`src/logic/ctrlPkg.sv`:
```
`default_nettype none

package ctrlPkg;

    localparam int opWidth = 6;

    // opcodes
    localparam logic [opWidth-1:0] opRType = 6'b000000;
    localparam logic [opWidth-1:0] opAddi  = 6'b001000;
    localparam logic [opWidth-1:0] opLui   = 6'b001111;

    // R-format function codes
    localparam logic [opWidth-1:0] fnAdd  = 6'b100000;
    localparam logic [opWidth-1:0] fnSub  = 6'b100010;
    localparam logic [opWidth-1:0] fnAnd  = 6'b100100;
    localparam logic [opWidth-1:0] fnSll  = 6'b000000;
    localparam logic [opWidth-1:0] fnSrl  = 6'b000010;
    localparam logic [opWidth-1:0] fnSra  = 6'b000011;
    localparam logic [opWidth-1:0] fnSllv = 6'b000100;
    localparam logic [opWidth-1:0] fnSrav = 6'b000111;
    localparam logic [opWidth-1:0] fnJr   = 6'b001000;

    typedef enum logic [2:0] {
        stResetInit,
        stFetch,
        stDecode,
        stExecR,
        stExecI,
        stTrap
    } ctrlState_t;

    typedef enum logic [2:0] {
        clsAluR,
        clsShift,
        clsJr,
        clsAddi,
        clsLui,
        clsNone
    } instrClass_t;

    typedef enum logic [2:0] {
        aluPass = 3'b000,
        aluAdd  = 3'b001,
        aluSub  = 3'b010,
        aluAnd  = 3'b011
    } aluOp_t;

    typedef enum logic [2:0] {
        shNop        = 3'b000,
        shLoad       = 3'b001,
        shLeft       = 3'b010,
        shRightLogic = 3'b011,
        shRightArith = 3'b100
    } shiftOp_t;

    // register file write port selects
    localparam logic [2:0] dstRt = 3'b000;
    localparam logic [2:0] dstRd = 3'b001;
    localparam logic [2:0] dstSp = 3'b010;

    localparam logic [3:0] dataAluOut = 4'b0000;
    localparam logic [3:0] dataShift  = 4'b0111;
    localparam logic [3:0] dataSpInit = 4'b1000;

    // ALU operand muxes
    localparam logic [1:0] srcAPc     = 2'b00;
    localparam logic [1:0] srcAReg    = 2'b01;
    localparam logic [1:0] srcBReg    = 2'b00;
    localparam logic [1:0] srcBFour   = 2'b01;
    localparam logic [1:0] srcBImm    = 2'b10;
    localparam logic [1:0] srcBBranch = 2'b11;

    // phase lengths in edges
    localparam int unsigned fetchSteps  = 3;
    localparam int unsigned decodeSteps = 2;
    localparam int unsigned aluSteps    = 2;
    localparam int unsigned shiftSteps  = 4;

    localparam int stepWidth = 2;

endpackage

`default_nettype wire
```
`src/logic/controlUnit.sv`:
```
`timescale 1ns/1ps
`default_nettype none

module controlUnit (
    input  logic                        clk,
    input  logic                        reset,
    input  logic [ctrlPkg::opWidth-1:0] opcode,
    input  logic [ctrlPkg::opWidth-1:0] funct,
    input  logic                        overflow,
    output ctrlPkg::aluOp_t             aluControl,
    output logic [1:0]                  aluSrcA,
    output logic [1:0]                  aluSrcB,
    output logic                        aluOutControl,
    output ctrlPkg::shiftOp_t           shiftControl,
    output logic                        shiftSrc,
    output logic                        shiftAmt,
    output logic                        regWrite,
    output logic [2:0]                  regDst,
    output logic [3:0]                  regData,
    output logic                        irWrite,
    output logic                        pcWrite,
    output logic                        aControl,
    output logic                        bControl,
    output logic                        seControl,
    output logic                        resetOut
);
    import ctrlPkg::*;

    instrClass_t          instrClass;
    aluOp_t               aluOp;
    shiftOp_t             shiftOp;
    logic                 shiftByShamt;
    ctrlState_t           state;
    logic [stepWidth-1:0] step;

    instrDecoder u_decoder (
        .opcode      (opcode),
        .funct       (funct),
        .instrClass  (instrClass),
        .aluOp       (aluOp),
        .shiftOp     (shiftOp),
        .shiftByShamt(shiftByShamt)
    );

    phaseSequencer u_sequencer (
        .clk       (clk),
        .reset     (reset),
        .instrClass(instrClass),
        .overflow  (overflow),
        .state     (state),
        .step      (step)
    );

    controlWordGen u_wordGen (
        .clk          (clk),
        .reset        (reset),
        .state        (state),
        .step         (step),
        .instrClass   (instrClass),
        .aluOp        (aluOp),
        .shiftOp      (shiftOp),
        .shiftByShamt (shiftByShamt),
        .overflow     (overflow),
        .aluControl   (aluControl),
        .aluSrcA      (aluSrcA),
        .aluSrcB      (aluSrcB),
        .aluOutControl(aluOutControl),
        .shiftControl (shiftControl),
        .shiftSrc     (shiftSrc),
        .shiftAmt     (shiftAmt),
        .regWrite     (regWrite),
        .regDst       (regDst),
        .regData      (regData),
        .irWrite      (irWrite),
        .pcWrite      (pcWrite),
        .aControl     (aControl),
        .bControl     (bControl),
        .seControl    (seControl),
        .resetOut     (resetOut)
    );

endmodule

`default_nettype wire

```
`src/logic/controlWordGen.sv`:
```
`timescale 1ns/1ps
`default_nettype none

module controlWordGen (
    input  logic                            clk,
    input  logic                            reset,
    input  ctrlPkg::ctrlState_t             state,
    input  logic [ctrlPkg::stepWidth-1:0]   step,
    input  ctrlPkg::instrClass_t            instrClass,
    input  ctrlPkg::aluOp_t                 aluOp,
    input  ctrlPkg::shiftOp_t               shiftOp,
    input  logic                            shiftByShamt,
    input  logic                            overflow,
    output ctrlPkg::aluOp_t                 aluControl,
    output logic [1:0]                      aluSrcA,
    output logic [1:0]                      aluSrcB,
    output logic                            aluOutControl,
    output ctrlPkg::shiftOp_t               shiftControl,
    output logic                            shiftSrc,
    output logic                            shiftAmt,
    output logic                            regWrite,
    output logic [2:0]                      regDst,
    output logic [3:0]                      regData,
    output logic                            irWrite,
    output logic                            pcWrite,
    output logic                            aControl,
    output logic                            bControl,
    output logic                            seControl,
    output logic                            resetOut
);
    import ctrlPkg::*;

    always_ff @(posedge clk) begin
        aluControl    <= aluPass;
        aluSrcA       <= srcAPc;
        aluSrcB       <= srcBReg;
        aluOutControl <= 1'b0;
        shiftControl  <= shNop;
        shiftSrc      <= 1'b0;
        shiftAmt      <= 1'b0;
        regWrite      <= 1'b0;
        regDst        <= dstRt;
        regData       <= dataAluOut;
        irWrite       <= 1'b0;
        pcWrite       <= 1'b0;
        aControl      <= 1'b0;
        bControl      <= 1'b0;
        seControl     <= 1'b0;
        resetOut      <= 1'b0;

        if (reset) begin
            // load the stack pointer
            resetOut <= 1'b1;
            regWrite <= 1'b1;
            regDst   <= dstSp;
            regData  <= dataSpInit;
        end else begin
            unique case (state)
                stResetInit, stFetch: begin
                    aluControl <= aluAdd;
                    aluSrcB    <= srcBFour;
                    if (step == stepWidth'(fetchSteps - 1)) begin
                        irWrite <= 1'b1;
                        pcWrite <= 1'b1;
                    end
                end
                stDecode: begin
                    aControl      <= 1'b1;
                    bControl      <= 1'b1;
                    seControl     <= 1'b1;
                    aluOutControl <= 1'b1;
                    aluControl    <= aluAdd;
                    aluSrcB       <= srcBBranch;
                end
                stExecR, stExecI: begin
                    unique case (instrClass)
                        clsAluR, clsAddi: begin
                            aluSrcA <= srcAReg;
                            aluSrcB <= (instrClass == clsAddi) ? srcBImm : srcBReg;
                            if (step == '0) begin
                                aluControl    <= aluOp;
                                aluOutControl <= 1'b1;
                            end else if (!overflow) begin
                                // overflowed results are never written back
                                regWrite <= 1'b1;
                                regDst   <= (instrClass == clsAddi) ? dstRt : dstRd;
                                regData  <= dataAluOut;
                            end
                        end
                        clsShift: begin
                            shiftSrc <= shiftByShamt;
                            shiftAmt <= shiftByShamt;
                            if (step < 2'd2) begin
                                shiftControl <= shLoad;
                            end else if (step == 2'd2) begin
                                shiftControl <= shiftOp;
                            end else begin
                                regWrite <= 1'b1;
                                regDst   <= dstRd;
                                regData  <= dataShift;
                            end
                        end
                        clsJr: begin
                            aluSrcA    <= srcAReg;
                            aluControl <= aluPass;
                            pcWrite    <= 1'b1;
                        end
                        clsLui: begin
                            aluSrcB    <= srcBFour;
                            aluControl <= aluSub;
                            pcWrite    <= 1'b1;
                        end
                        default: begin
                        end
                    endcase
                end
                default: begin
                end
            endcase
        end
    end

    noWriteOnFetch: assert property (@(posedge clk) disable iff (reset)
        !(regWrite && irWrite));

endmodule

`default_nettype wire

```
`src/logic/phaseSequencer.sv`:
```
`timescale 1ns/1ps
`default_nettype none

module phaseSequencer (
    input  logic                            clk,
    input  logic                            reset,
    input  ctrlPkg::instrClass_t            instrClass,
    input  logic                            overflow,
    output ctrlPkg::ctrlState_t             state,
    output logic [ctrlPkg::stepWidth-1:0]   step
);
    import ctrlPkg::*;

    logic [stepWidth-1:0] phaseLast;
    logic                 isRFormat;
    logic                 checksOverflow;

    assign isRFormat      = (instrClass == clsAluR) || (instrClass == clsShift)
                            || (instrClass == clsJr);
    assign checksOverflow = (instrClass == clsAluR) || (instrClass == clsAddi);

    // last step index of the phase in progress
    always_comb begin
        unique case (state)
            stResetInit, stFetch: phaseLast = stepWidth'(fetchSteps - 1);
            stDecode:             phaseLast = stepWidth'(decodeSteps - 1);
            stExecR, stExecI: begin
                unique case (instrClass)
                    clsAluR, clsAddi: phaseLast = stepWidth'(aluSteps - 1);
                    clsShift:         phaseLast = stepWidth'(shiftSteps - 1);
                    default:          phaseLast = '0;
                endcase
            end
            default: phaseLast = '0;
        endcase
    end

    always_ff @(posedge clk) begin
        if (reset) begin
            state <= stResetInit;
            step  <= '0;
        end else if (state != stTrap) begin
            if (step != phaseLast) begin
                step <= step + 1'b1;
                // reset-init doubles as fetch step 0
                if (state == stResetInit) begin
                    state <= stFetch;
                end
            end else begin
                step <= '0;
                unique case (state)
                    stResetInit, stFetch: state <= stDecode;
                    stDecode:             state <= isRFormat ? stExecR : stExecI;
                    default: begin
                        if (checksOverflow && overflow) begin
                            state <= stTrap;
                        end else begin
                            state <= stFetch;
                        end
                    end
                endcase
            end
        end
    end

    stepInPhase: assert property (@(posedge clk) disable iff (reset)
        step <= phaseLast);

    // trap is sticky until the next reset
    trapHeld: assert property (@(posedge clk) disable iff (reset)
        (state == stTrap) |=> (state == stTrap));

endmodule

`default_nettype wire

```
`src/logic/instrDecoder.sv`:
```
`timescale 1ns/1ps
`default_nettype none

module instrDecoder (
    input  logic [ctrlPkg::opWidth-1:0] opcode,
    input  logic [ctrlPkg::opWidth-1:0] funct,
    output ctrlPkg::instrClass_t        instrClass,
    output ctrlPkg::aluOp_t             aluOp,
    output ctrlPkg::shiftOp_t           shiftOp,
    output logic                        shiftByShamt
);
    import ctrlPkg::*;

    always_comb begin
        instrClass   = clsNone;
        aluOp        = aluPass;
        shiftOp      = shNop;
        shiftByShamt = 1'b0;

        unique case (opcode)
            opRType: begin
                unique case (funct)
                    fnAdd: begin
                        instrClass = clsAluR;
                        aluOp      = aluAdd;
                    end
                    fnSub: begin
                        instrClass = clsAluR;
                        aluOp      = aluSub;
                    end
                    fnAnd: begin
                        instrClass = clsAluR;
                        aluOp      = aluAnd;
                    end
                    fnSll, fnSllv: begin
                        instrClass   = clsShift;
                        shiftOp      = shLeft;
                        shiftByShamt = (funct == fnSll);
                    end
                    fnSrl: begin
                        instrClass   = clsShift;
                        shiftOp      = shRightLogic;
                        shiftByShamt = 1'b1;
                    end
                    fnSra, fnSrav: begin
                        instrClass   = clsShift;
                        shiftOp      = shRightArith;
                        shiftByShamt = (funct == fnSra);
                    end
                    fnJr: instrClass = clsJr;
                    default: instrClass = clsNone;
                endcase
            end
            opAddi: begin
                instrClass = clsAddi;
                aluOp      = aluAdd;
            end
            // upper immediate goes through the ALU as a subtract
            opLui: begin
                instrClass = clsLui;
                aluOp      = aluSub;
            end
            default: instrClass = clsNone;
        endcase
    end

endmodule

`default_nettype wire

```
`config.mk`:
```
export PLATFORM = sky130hd
export DESIGN_NAME = controlUnit
export DESIGN_NICKNAME = d
export VERILOG_FILES = /design/src/logic/ctrlPkg.sv /design/src/logic/controlUnit.sv /design/src/logic/controlWordGen.sv /design/src/logic/phaseSequencer.sv /design/src/logic/instrDecoder.sv
export SDC_FILE = /design/constraint.sdc
export NUM_CORES = 1
export LEC_CHECK = 0
export BUFFER_PORTS_ARGS = -buffer_cell sky130_fd_sc_hd__clkbuf_2
export CORE_MARGIN = 3
export CORE_UTILIZATION = 35
export CTS_BUF_LIST = sky130_fd_sc_hd__clkbuf_8
export CTS_CLUSTER_SIZE = 30
export DETAILED_ROUTE_END_ITERATION = 7
export PLACE_DENSITY = 0.62
export SYNTH_ARGS = -nofsm -noshare
export SYNTH_HDL_FRONTEND = slang
export SYNTH_HIERARCHICAL = 1
export SYNTH_SLANG_ARGS = --single-unit
```
`constraint.sdc`:
```
create_clock -name clk -period 2.72 [get_ports clk]
set_input_delay 0.136 -clock clk [delete_from_list [all_inputs] [get_ports clk]]
set_output_delay 0.136 -clock clk [all_outputs]
set_load 0.01 [all_outputs]
```
Word level (Yosys, flattened, before mapping). Index checks and enable logic that the tools add are counted.

Flip-flop bits (word level): 29. Input port bits: 15. Output and inout port bits: 27. Logic and storage cells: 122.

$add $sub $neg: 1. Order comparisons: 1. Eq/ne operators: 22. Multiplexer cells: 49. Bitwise gates (word level): 5. Reductions and logical operators: 26.

Operators with widths (count): $pmux 3 s3 (4); $mux 3 (9); $pmux 3 s2 (4); $eq 6x4->1 const B (3); $eq 6x6->1 const B (3); $pmux 2 s3 (3); $mux 1 (17); $reduce_or 2->1 (8); $eq 3x2->1 const B (4); $eq 6x2->1 const B (2); $eq 6x3->1 const B (2); $logic_not 6->1 (2); $mux 4 (3); $reduce_or 3->1 (4); $pmux 2 s2 (2); $reduce_or 4->1 (2); $eq 3x1->1 const B (2); $eq 3x3->1 const B (2); $logic_not 3->1 (2); $mux 2 (3); $pmux 1 s2 (3); $reduce_or 6->1 (1); $not 1->1 (5); $reduce_or 5->1 (1); other kinds (11) (13).

Longest topological paths before layout.
Depth in word-level cells: 11. Depth in mapped cells: 9. Mapped depth without buffers: 9.

Cells and area by module. Netlist, hierarchy kept.

By module, submodules not included: controlWordGen (times used 1, cells each 84, area an instance 882.1 sq um, sequential area each 380.4 sq um); phaseSequencer (times used 1, cells each 62, area an instance 461.7 sq um, sequential area each 100.1 sq um); instrDecoder (times used 1, cells each 34, area an instance 220.2 sq um, sequential area each 0.0 sq um).

Worst setup path after synthesis. No wires, ideal clock.

Path type: input -> register. Start: input opcode[0] (netlist name). End: register u_sequencer.state[0]. Library setup time: 116 ps. Arrival time: 2554 ps. Data required time: 2604 ps. Slack: 50 ps. Stages: 7. Cell sequence: or4_4 -> nor3_1 -> nand2_1 -> o2111ai_1 -> a21oi_1 -> or3_1 -> o211a_1.

Word-level cells in the longest chain between the ends: 9. Elaborated cells between the ends (all ways): 19.

RTL lines: start: declaration (line controlUnit.sv:7) `input logic [ctrlPkg::opWidth-1:0] opcode,`; $eq 6x4->1 / $logic_not 6->1 (equally long branches) (line instrDecoder.sv:20) `unique case (opcode)`; $pmux 3 s3 (*) (line instrDecoder.sv:20); via instrClass[1] (line controlUnit.sv:29) `instrClass_t instrClass;`; $eq 3x2->1 / $logic_not 3->1 (equally long branches) (line phaseSequencer.sv:28, phaseSequencer.sv:18); $reduce_or 2->1 (line phaseSequencer.sv:28) `unique case (instrClass)`; $pmux 2 s2 (line phaseSequencer.sv:28); $pmux 2 s3 (line phaseSequencer.sv:24) `unique case (state)`; $ne 2x2->1 (line phaseSequencer.sv:43) `if (step != phaseLast) begin`; $ne 2x2->1 (no line); $reduce_and 2->1 (no line); end signal: assignment (line phaseSequencer.sv:40) `state <= stResetInit;`; end signal: assignment (line phaseSequencer.sv:47) `state <= stFetch;`; end signal: assignment (line phaseSequencer.sv:52) `stResetInit, stFetch: state <= stDecode;`; end: declaration (line phaseSequencer.sv:9) `output ctrlPkg::ctrlState_t state,`.

Mark *: on every way through the listed nets, which the timed path passes. The rest lies on a longest branch. A chain may end at the register's enable or synchronous reset.

Worst setup path in the final report.
Start: input funct[1] (netlist name). End: register u_sequencer.state[0].

Word-level cells in the longest chain between the ends: 11. Elaborated cells between the ends (all ways): 28.

RTL lines: start: declaration (line controlUnit.sv:8) `input logic [ctrlPkg::opWidth-1:0] funct,`; $eq 6x3->1 (tied with other cells) (line instrDecoder.sv:22) `unique case (funct)`; $reduce_or 5->1 (no line) / $reduce_or 3->1 (equally long branches); $pmux 3 s3 (*) (line instrDecoder.sv:22); $pmux 3 s3 (*) (line instrDecoder.sv:20); via instrClass[2] (line controlUnit.sv:29); $eq 3x2->1 / $logic_not 3->1 (equally long branches) (line phaseSequencer.sv:28, phaseSequencer.sv:18); $reduce_or 2->1 (line phaseSequencer.sv:28); $pmux 2 s2 (line phaseSequencer.sv:28); $pmux 2 s3 (line phaseSequencer.sv:24); $ne 2x2->1 (line phaseSequencer.sv:43); $ne 2x2->1 (no line); $reduce_and 2->1 (no line).

Marked as above.

==> results.ini <==
[final_layout]
stdcell_area_um2 = 1813
layout.nets = 228
final_common_cell = clkbuf_2
fin_cells = 262
area_growth_pct = 15.92
final_cell_mix = clkbuf_2, dfxtp_1, a21oi_1
diodes = 0
fin_util_pct = 43.75
drive_above_1_share_pct = 35.38
fill_cells = 428

[grt]
antenna_found_initial = 0
grt_pass1_wl_um = 5823
grt_overflow = 0
grt_pass1_vias = 1333
grt_max_degree = 22
track_usage_pct = 13.31

[power]
switching_power_mw = 0.4373
sw_frac_of_total_pct = 37.75
p_leak_nw = 0.7513
intPower_mw = 0.7210
combPwrFrac_pct = 37.9
seq_power_share_pct = 41.6
ir_worst_vdd_v = 0.0003269
fin_total_pwr_mw = 1.158
p_clk_share_pct = 20.5
p_per_area_nw_per_um2 = 638.9

[synthesis]
synthAdderAreaFrac_pct = 0
syn_area_per_cell_um2 = 8.689
synth_compound_area_share_pct = 23.84
synth_cell_types = 64
synth_top_family_by_area = simple AND/OR/NAND/NOR gates
synth-async-reset-ratio_pct = 0
syn_inst = 180
synth-simple-area-share_pct = 32.56
synth.top_cell.area_share_pct = 30.72
synth-edff-count = 0
synthXorXnorAreaFrac_pct = 2.240
yosysTopAreaCell = dfxtp_1
yosysWarningCount = 6
synth_area_um2 = 1564
synthTopCellsByArea = dfxtp_1, buf_4, a21oi_1
muxShareOfSynthArea_pct = 0
ys_ff_latch = 24
synth-main-ff-cell = dfxtp_1
ys_seq_area_share_pct = 30.72

[clocking]
clk_pin_slew_ns = 0.08
cts_tree = done
h-tree-depth = 1
hold_buffers = 0
cts_root_buf = clkbuf_8
cts.sink_count = 24
post_cts_buffers = 0
ctsResizeCount = 0
clkLatencyLatePin_ns = 0.26
numCtsBuffers = 3
cts_max_path_buffers = 2

[placed_design]
gp_congestion = 0.8385
placed_cell_area_um2 = 1758
place_ws_ns = 0.06979
port_buffers = 39
dp_hpwl_um = 2578
placedCellCount = 258

[sta]
setup_viol = 0
setup_ws_ns = 0.2986
tightest_slew_ns = 0.5874
fmax_mhz = 413.0
timing.final.crit_period_ns = 2.421
setup-tns-final_ns = 0
slew_viol_final = 0
holdWs_ns = 0.2451
fin_crit_sh_pct = 89.02
slew_headroom_pct = 60.79
fin_skew_ns = 0.002738
finalHoldViolations = 0
rsz0062_at_grt = false

[detailed_routing]
via_per_inst = 5.557
first_pass_iters = 4
drc = 0
ant_nets = 0
dr.first_iter.drc_count = 92
vias = 1456
wire_per_inst_um = 13.18
routed_wl_um = 3452

[critical_path]
cp_top_family = simple AND/OR/NAND/NOR gates
arrival_ns = 2.58
crit_path_end_kind = flop
cp-start-kind = primary input
cp_max_fo = 7
cp_slowest_stage_delay_ns = 0.54
cp_cell_sequence = clkbuf_2 -> nor4b_1 -> a31oi_1 -> nor3_1 -> o31ai_2 -> or4bb_1 -> a21o_1 -> a211oi_2 -> o311ai_0 -> o211a_1
crit_slowest_cell = or4bb_1
critPathKind = in2reg
crit_buf_inv = 1
required_ns = 2.88

[die]
die_w_um = 72.85
dieArea_um2 = 5306
core_um2 = 4144
initial_utilization_pct = 37.74
num_rows = 23
num_io_pins = 42
die_y_um = 72.85

[flow_run]
cap_violations = 0

[hold_path]
hp-class = in2reg

[outcome]
outcome = completed

layer usage:
metal	vias to the layer above	global-route usage [%]	wire length, um
li1	726	-	-
met1	681	16.48	1501
met2	45	23.25	1723
met3	4	3.306	204
met4	0	2.869	23
met5	-	0	0
power by group through the flow:
| stage | Sequential [mW] | Clock [mW] | Combinational [mW] |
|---|---|---|---|
| after floorplan | 0.455 | 0 | 0.362 |
| after global placement | 0.487 | 0 | 0.427 |
| after detailed placement | 0.491 | 0 | 0.434 |
| after CTS | 0.484 | 0.245 | 0.436 |
| after global routing | 0.494 | 0.256 | 0.490 |
| final | 0.482 | 0.237 | 0.439 |
state kept, by name, summed over array words and instances (netlist names):
register / cells
u_sequencer/state: 3
u_wordGen/aluControl: 3
u_wordGen/shiftControl: 3
u_sequencer/step: 2
u_wordGen/aluSrcB: 2
u_wordGen/regData: 2
u_wordGen/aluOutControl: 1
u_wordGen/aluSrcA: 1
u_wordGen/irWrite: 1
u_wordGen/pcWrite: 1
u_wordGen/regDst: 1
u_wordGen/regWrite: 1
u_wordGen/resetOut: 1
u_wordGen/seControl: 1
u_wordGen/shiftAmt: 1
cell usage after synthesis, drive strengths merged, types with 2 or more instances:
library cell and instances:
or3b 5, a21o 2, a31oi 2, conb 2, a211o 2, nand2 10, nor4 6, xor2 3
nor2 10, nor4b 2, a21boi 3, o21ai 3, or3 3, o41ai 2, o31ai 3, or2 4
nor3 9, nand3 4, nand3b 2, and3 2, and4b 2, buf 12, nand2b 4, o31a 3
clkbuf 6, and2 2, a21oi 13, a211oi 3, a2111o 2, or4b 3, inv 11, dfxtp 24
a2111oi 2
logic make-up (layout without fill, tap and decap cells):
kind of cell	count (synthesis)	after routing
AOI/OAI and AO/OA	47	47
xor gates and xnor gates	4	4
buffers and inverters	29	60
DFF	24	24
other	2	3
and+or+nand+nor	74	74
worst min-delay path, stage by stage:
cell	delay, ns
clkbuf_2	0.14
o31a_1	0.16
nor4_2	0.04
area by class of cell:
type,count,area (um^2),area share (%)
clock buffers,4,55.05,3.037
well taps,50,62.56,3.451
multi-input cells,128,933.4,51.48
inverters,11,41.29,2.277
repair buffers,45,240.2,13.25
flip-flops and latches,24,480.5,26.50
worst paths after layout:
path,slack [ns],cells after the start,from,endpoint
setup / recovery,0.30,10,funct[1],u_sequencer/state[0]$_SDFFE_PP0P_
hold / removal,0.25,3,overflow,u_wordGen/regDst[0]$_SDFF_PP0_
setup reg to reg,0.49,5,u_sequencer/state[0]$_SDFFE_PP0P_,u_sequencer/state[0]$_SDFFE_PP0P_
hold reg to reg,0.66,2,u_sequencer/step[1]$_SDFFE_PP0P_,u_wordGen/irWrite$_SDFF_PP0_
(Power assumes the default switching activity.)
